--- src/source/tpuPackage.sv ---
// Pipeline-side data word and commit token types, referenced by scoped name from the load path
`default_nettype none

package tpuPackage;

	////////////////////////////////////////////////////////////
	// Data path

	typedef logic [31:0] dataT;		// One vector element

	localparam int dataDepth = 16;	// Data ring buffer entries

	////////////////////////////////////////////////////////////
	// Commit tokens

	// Travels with a request and comes back to commit in request order
	typedef struct packed {
		logic [4:0] destination;	// Destination register index
		logic [3:0] tag;			// Pipeline tag
	} tokenT;

endpackage

`default_nettype wire

--- src/source/memoryPackage.sv ---
// Scratchpad address type, memory sizes and the queued access record for the strided load path
`default_nettype none

package memoryPackage;

	typedef logic [7:0] addressT;		// Word address, wraps modulo depth

	localparam int memoryDepth = 256;	// Scratchpad words
	localparam int queueDepth = 8;		// Pending access requests

	// One strided access as it waits in the request queue
	typedef struct packed {
		addressT base;					// First word address
		addressT stride;				// Address step per word
		addressT length;				// Word count, at least one
		tpuPackage::tokenT token;		// Released on the last word
	} accessT;

endpackage

`default_nettype wire

--- src/source/accessBus.sv ---
// Strided access request, grant, return stream and hold between the load unit and memory port
`timescale 1ns/1ps
`default_nettype none

interface accessBus;

	logic request;						// Level, head waiting for issue
	memoryPackage::addressT base;
	memoryPackage::addressT stride;
	memoryPackage::addressT length;
	logic grant;						// Pulse, fields captured here
	logic valid;						// One word per strobe
	tpuPackage::dataT data;
	logic term;							// Marks the last word
	logic hold;							// Pauses the walker

	modport unit (
		output request, base, stride, length, hold,
		input grant, valid, data, term
	);

	modport memory (
		input request, base, stride, length, hold,
		output grant, valid, data, term
	);

endinterface

`default_nettype wire

--- src/source/ringBuffer.sv ---
// Circular FIFO with a type-parameterized payload, used for load data and for queued requests
`timescale 1ns/1ps
`default_nettype none

module ringBuffer #(
	parameter int entries = 16,
	parameter type payloadT = logic [31:0]
) (
	input wire logic clock,
	input wire logic reset,
	input wire logic write,
	input wire payloadT writeData,
	input wire logic read,
	output payloadT readData,
	output logic full,
	output logic empty,
	output logic [$clog2(entries):0] count
);

	payloadT storage [entries];
	logic [$clog2(entries)-1:0] writePointer;
	logic [$clog2(entries)-1:0] readPointer;
	logic writeEnable;
	logic readEnable;

	assign writeEnable = write & ~full;		// Drop writes when full
	assign readEnable = read & ~empty;		// Drop reads when empty

	assign full = (count == ($clog2(entries) + 1)'(entries));
	assign empty = (count == '0);
	assign readData = storage[readPointer];	// Head shown without a read

	always_ff @(posedge clock) begin
		if (writeEnable) begin
			storage[writePointer] <= writeData;
		end
	end

	always_ff @(posedge clock) begin
		if (reset) begin
			writePointer <= '0;
			readPointer <= '0;
			count <= '0;
		end else begin
			if (writeEnable) begin
				writePointer <= (int'(writePointer) == entries - 1) ? '0 : writePointer + 1'b1;
			end
			if (readEnable) begin
				readPointer <= (int'(readPointer) == entries - 1) ? '0 : readPointer + 1'b1;
			end
			if (writeEnable & ~readEnable) begin
				count <= count + 1'b1;
			end else if (readEnable & ~writeEnable) begin
				count <= count - 1'b1;
			end
		end
	end

endmodule

`default_nettype wire

--- src/source/accessQueue.sv ---
// Queues access requests with their tokens, issues the head to memory and retires it on term
`timescale 1ns/1ps
`default_nettype none

module accessQueue (
	input wire logic clock,
	input wire logic reset,
	input wire logic push,
	input wire memoryPackage::accessT entry,
	output logic full,
	accessBus.unit bus,
	output logic tokenValid,
	output tpuPackage::tokenT tokenOut
);

	memoryPackage::accessT head;
	logic empty;
	logic running;					// Head access is being streamed

	////////////////////////////////////////////////////////////
	// Pending requests

	ringBuffer #(
		.entries(memoryPackage::queueDepth),
		.payloadT(memoryPackage::accessT)
	) requestBuffer (
		.clock(clock),
		.reset(reset),
		.write(push),
		.writeData(entry),
		.read(bus.term),			// Retire head with its last word
		.readData(head),
		.full(full),
		.empty(empty),
		.count()
	);

	////////////////////////////////////////////////////////////
	// Issue

	always_ff @(posedge clock) begin
		if (reset) begin
			running <= 1'b0;
		end else if (bus.term) begin
			running <= 1'b0;
		end else if (bus.grant) begin
			running <= 1'b1;
		end
	end

	// Only one access in flight at a time
	assign bus.request = ~empty & ~running;
	assign bus.base = head.base;
	assign bus.stride = head.stride;
	assign bus.length = head.length;

	////////////////////////////////////////////////////////////
	// Token release

	assign tokenValid = bus.term;
	assign tokenOut = tokenValid ? head.token : '0;	// Zero between releases

endmodule

`default_nettype wire

--- src/source/ldstUnit.sv ---
// Load unit that buffers the returning stream, paces commit reads and releases commit tokens
`timescale 1ns/1ps
`default_nettype none

module ldstUnit (
	input wire logic clock,
	input wire logic reset,
	input wire logic push,
	input wire memoryPackage::accessT entry,
	output logic stall,
	accessBus.unit bus,
	input wire logic commitGrant,
	output logic dataValid,
	output tpuPackage::dataT data,
	output logic tokenValid,
	output tpuPackage::tokenT tokenOut
);

	tpuPackage::dataT headData;
	logic dataFull;
	logic dataEmpty;
	logic queueFull;

	////////////////////////////////////////////////////////////
	// Return data

	ringBuffer #(
		.entries(tpuPackage::dataDepth),
		.payloadT(tpuPackage::dataT)
	) dataBuffer (
		.clock(clock),
		.reset(reset),
		.write(bus.valid),			// Every streamed word
		.writeData(bus.data),
		.read(dataValid),
		.readData(headData),
		.full(dataFull),
		.empty(dataEmpty),
		.count()
	);

	assign bus.hold = dataFull;		// Pause memory when no room

	// Commit sees the oldest word only while it grants
	assign dataValid = ~dataEmpty & commitGrant;
	assign data = dataValid ? headData : '0;

	////////////////////////////////////////////////////////////
	// Requests and tokens

	accessQueue requestQueue (
		.clock(clock),
		.reset(reset),
		.push(push),
		.entry(entry),
		.full(queueFull),
		.bus(bus),
		.tokenValid(tokenValid),
		.tokenOut(tokenOut)
	);

	assign stall = queueFull;		// Issue stage must wait

endmodule

`default_nettype wire

--- src/flat_wrapper.sv ---
// flat-port wrapper written by rule: the top's interface ports become plain ports
module ldstUnit_flat 
  (clock, reset, push, entry, stall, commitGrant, dataValid, data, tokenValid, tokenOut, bus_request, bus_base, bus_stride, bus_length, bus_hold, bus_grant, bus_valid, bus_data, bus_term);
  accessBus bus_i ();
  input wire logic clock;
  input wire logic reset;
  input wire logic push;
  input wire memoryPackage::accessT entry;
  output logic stall;
  input wire logic commitGrant;
  output logic dataValid;
  output tpuPackage::dataT data;
  output logic tokenValid;
  output tpuPackage::tokenT tokenOut;
  output wire logic [$bits(bus_i.request)-1:0] bus_request;
  output wire logic [$bits(bus_i.base)-1:0] bus_base;
  output wire logic [$bits(bus_i.stride)-1:0] bus_stride;
  output wire logic [$bits(bus_i.length)-1:0] bus_length;
  output wire logic [$bits(bus_i.hold)-1:0] bus_hold;
  input wire logic [$bits(bus_i.grant)-1:0] bus_grant;
  input wire logic [$bits(bus_i.valid)-1:0] bus_valid;
  input wire logic [$bits(bus_i.data)-1:0] bus_data;
  input wire logic [$bits(bus_i.term)-1:0] bus_term;
  assign bus_request = bus_i.request;
  assign bus_base = bus_i.base;
  assign bus_stride = bus_i.stride;
  assign bus_length = bus_i.length;
  assign bus_hold = bus_i.hold;
  assign bus_i.grant = bus_grant;
  assign bus_i.valid = bus_valid;
  assign bus_i.data = bus_data;
  assign bus_i.term = bus_term;
  ldstUnit u_core (.clock(clock), .reset(reset), .push(push), .entry(entry), .stall(stall), .bus(bus_i), .commitGrant(commitGrant), .dataValid(dataValid), .data(data), .tokenValid(tokenValid), .tokenOut(tokenOut));
endmodule
--- config.mk ---
export PLATFORM = sky130hd
export DESIGN_NAME = ldstUnit_flat
export DESIGN_NICKNAME = d
export VERILOG_FILES = /design/src/source/tpuPackage.sv /design/src/source/memoryPackage.sv /design/src/source/accessBus.sv /design/src/source/ringBuffer.sv /design/src/source/accessQueue.sv /design/src/source/ldstUnit.sv /design/src/flat_wrapper.sv
export SDC_FILE = /design/constraint.sdc
export NUM_CORES = 1
export LEC_CHECK = 0
export ABC_AREA = 1
export BUFFER_PORTS_ARGS = -buffer_cell sky130_fd_sc_hd__buf_4
export CELL_PAD_IN_SITES_DETAIL_PLACEMENT = 0
export CELL_PAD_IN_SITES_GLOBAL_PLACEMENT = 1
export CORE_ASPECT_RATIO = 1.5
export CORE_MARGIN = 3
export CORE_UTILIZATION = 45
export CTS_CLUSTER_SIZE = 24
export DETAILED_ROUTE_END_ITERATION = 12
export GPL_TIMING_DRIVEN = 0
export PLACE_DENSITY_LB_ADDON = 0.2
export SYNTH_ARGS = -nofsm -noshare
export SYNTH_HDL_FRONTEND = slang
export SYNTH_SLANG_ARGS = --single-unit
--- constraint.sdc ---
create_clock -name clock -period 4.9 [get_ports clock]
set_clock_uncertainty 0.1 [all_clocks]
set_input_delay 0.245 -clock clock [delete_from_list [all_inputs] [get_ports clock]]
set_output_delay 0.245 -clock clock [all_outputs]
set_load 0.05 [all_outputs]
==> results.py <==
metrics = {
    "synth": {
        "synthArstFlopShare_pct": 0,
        "synthesis.area_sq_um": 34300,
        "yosys.cell_types.count": 27,
        "synthSimpleGateAreaFrac_pct": 17.3,
        "synth.top_cell.area_share_pct": 68.0,
        "synth_area_leaders": "edfxtp_1 (68%), nand2_1 (8.6%), nand3_1 (5.3%), inv_1 (5.3%), nor2_1 (3.2%)",
        "syn_area_per_cell_sq_um": 10.7,
        "synth_seq_area_share_pct": 69.8,
        "syn-instance-count": 3205,
        "synth-compound-area-share_pct": 4.01,
        "synthAdderAreaFrac_pct": 0.738,
        "synth_top_area_cell": "edfxtp_1",
        "synth-edff-count": 776,
        "synth_ff_type": "edfxtp_1",
        "yosys_warnings": 0,
        "syn_nets": 3296,
        "synth.area.mux_share_pct": 0,
        "synth_xor_area_share_pct": 0.153,
        "synth_top_family_by_area": "simple AND/OR/NAND/NOR gates",
        "ys_ff_latch": 807,
    },
    "timing": {
        "fin_tns_setup_ns": 0,
        "post-route-min-period_ns": 3.39,
        "setup_viol": 0,
        "rsz0062_at_grt": "false",
        "tightest_slew_ns": 1.15,
        "finalCritPeriodShare_pct": 69.2,
        "relSlewSlack_pct": 23.4,
        "hold_violations": 0,
        "whs_ns": 0.0366,
        "max_freq_mhz": 295,
        "fin_ws_ns": 1.51,
        "slew_violations": 0,
    },
    "pwr": {
        "p_int_mw": 13.2,
        "p_comb_share_pct": 31.0,
        "p_leak_nw": 16.7,
        "switching_share_pct": 35.6,
        "p_sw_mw": 7.33,
        "ir_worst_vdd_uv": 472,
        "power_density_nw_per_um2": 506,
        "seqPwrFrac_pct": 38.8,
        "clkPwrFrac_pct": 30.2,
    },
    "floorplanning": {
        "fp-row-count": 123,
        "core_sq_um": 75300,
        "die_x_microns": 231,
        "floorplan.initialDensity_pct": 45.5,
        "die_area_sq_um": 79500,
        "top_level_ports": 142,
        "fp.dieH_microns": 344,
    },
    "global_routing": {
        "grt_overflow": 0,
        "first_global_vias": 23900,
        "antenna_found_initial": 1,
        "grt_pass1_wl_microns": 146000,
        "grt_max_degree": 27,
        "grtUsageTotal_pct": 25.0,
    },
    "clocking": {
        "cts_root_buf": "clkbuf_16",
        "cts_resized": 0,
        "clock_latency_ns": 0.63,
        "clkTransAtPathRegs_ns": 0.06,
        "cts_max_path_buffers": 3,
        "htreeDepth": 3,
        "cts_sinks": 807,
        "cts_tree": "done",
        "cts-buffers-inserted": 78,
    },
    "placement": {
        "dp_hpwl_microns": 67300,
        "dpl.cell_count": 4376,
        "preCtsSetupSlack_ns": 2.22,
        "portBuffers": 141,
        "gp_congestion": 0.831,
    },
    "worst_setup_path": {
        "worstPathRequired_ns": 4.55,
        "reg2reg_depth": 7,
        "critPathMostFrequentCell": "nand3_1",
        "reg2reg_from": "u_core.dataBuffer.count[1]$_SDFFE_PP0P_",
        "cp-end-kind": "output pin",
        "critPathMaxStageDelay_ns": 0.88,
        "crit_path_start_kind": "flop",
        "crit_arrival_ns": 3.05,
        "rr_endpoint": "u_core.dataBuffer.storage[9][19]$_DFFE_PP_",
        "cpMaxStageDelayCell": "clkbuf_1",
        "crit_fanout": 10,
        "path_cells": "buf_2 -> clkbuf_1 -> nand3_1 -> nand3_1 -> a21oi_1 -> nor2_1 -> buf_4",
        "critical_path_class": "reg2out",
        "r2r_slack_ns": 2.23,
    },
    "finish": {
        "finalNonFillerCells": 4586,
        "num-fill-cells": 6391,
        "syn_to_final_growth_pct": 18.6,
        "seq_area_sq_um": 23900,
        "drive_gt1_share_pct": 11.9,
        "final_nets": 3617,
        "multi_input_area_sq_um": 7780,
        "layout_commonest_cell": "nand2_1",
        "final_cell_mix": "nand2_1 (788), edfxtp_1 (776), inv_1 (480), nand3_1 (364), nor2_1 (268)",
    },
    "route": {
        "routed_wl_microns": 99400,
        "drc": 0,
        "drt_iter0_markers": 1792,
        "postRouteAntennaNets": 0,
        "dr.pass1.iters": 6,
        "route.vias.total": 23700,
        "via_per_inst": 5.17,
        "routedWlPerCell_microns": 21.7,
    },
    "worst_hold_path": {
        "min_path_cells": 4,
        "min-delay-start": "bus_term",
        "hold_class": "in2reg",
    },
    "flow_run": {
        "maxCapViolCount": 0,
    },
    "status": {
        "status": "finished, final reports clean",
    },
}
## sequential cells by signal, summed over array words and instances (netlist names), named ones only
signal and count:
u_core.dataBuffer.count 5, u_core.dataBuffer.writePointer 4, u_core.requestQueue.requestBuffer.readPointer 3, u_core.requestQueue.running 1, u_core.requestQueue.requestBuffer.storage 264, u_core.requestQueue.requestBuffer.writePointer 3
u_core.requestQueue.requestBuffer.count 4, u_core.dataBuffer.readPointer 4, u_core.dataBuffer.storage 512
## through the flow
step | area [sq um] | total power, mW | utilization [%]
2_1_floorplan | 34300 | 12.0 | -
3_3_place_gp | 36600 | 14.3 | 48.6
3_5_place_dp | 37300 | 14.5 | 49.6
4_1_cts | 40600 | 20.7 | 54.0
5_1_grt | 40600 | 21.5 | 54.0
6_report | 40600 | 20.6 | 54.0
## Yosys cell counts (all sizes together) (4+ instances only)
library cell and instances:
nor3 5, buf 128, ha 17, a21oi 48, nor2 289, edfxtp 776, nand2 789, dfxtp 31
inv 486, clkbuf 34, o21ai 223, xor2 4, nand3 364
## routing by layer
| metal | GRT usage, % | wire length (microns) | up-vias |
|---|---|---|---|
| met4 | 12.1 | 4560 | 0 |
| met3 | 3.26 | 4980 | 233 |
| met2 | 47.2 | 53400 | 789 |
| met1 | 27.4 | 36400 | 11500 |
| met5 | 0 | 0 | - |
| li1 | - | - | 11200 |
## worst max-delay path by stage
| stage | from | to | slack [ns] | cells past startpoint |
|---|---|---|---|---|
| 3_3_place_gp | u_core.dataBuffer.count[0]$_SDFFE_PP0P_ | u_core.dataBuffer.storage[11][12]$_DFFE_PP_ | -1.01 | 4 |
| 4_1_cts | flop | data[23] | 1.54 | 7 |
| 5_1_grt | flop | data[30] | 1.42 | 7 |
| 6_report | flop | data[30] | 1.51 | 7 |
| 3_5_place_dp | flop | data[27] | 2.22 | 7 |
| 2_1_floorplan | u_core.dataBuffer.writePointer[0]$_SDFFE_PP0P_ | u_core.dataBuffer.storage[3][0]$_DFFE_PP_ | 1.47 | 3 |
## power groups by stage
stage               sequential [mW]  combinational (mW)  clock (mW)
floorplan                      8.10                3.94           0
global placement               8.13                6.18           0
detailed placement             8.11                6.34           0
CTS                            7.97                6.41        6.30
global route                   7.99                6.91        6.57
finish                         7.97                6.38        6.20
## area by class of cell
type | instances | share of cell area [%]
multi-input cells | 1750 | 19.1
clock buffers | 96 | 5.23
diodes | 1 | 0.00616
repair buffers | 241 | 5.78
plain buffers | 162 | 2.20
inverters | 486 | 4.50
flip-flops and latches | 807 | 58.9
well taps | 1000 | 3.08
clock inverters | 43 | 1.18
## cells by family after synthesis
logic type               Yosys count
AO/OA/AOI/OAI                    273
XOR/XNOR                           6
adder cells (fa/ha/maj)           19
buffers and inverters            648
flip-flops                       807
AND/OR/NAND/NOR                 1452
## timing repair
action                    4_1_cts  5_1_grt
hold endpoints to repair      789        0
hold buffers                   70        0
buffers inserted                0        0
## worst max-delay path, delay by kind of cell (launching register included)
family	cells	cell delay (ns)
DFF	1	0.38
AOI/OAI and AO/OA	1	0.07
buffers and inverters	3	1.39
and+or+nand+nor	3	0.58
Power figures use the tool's default switching activity.
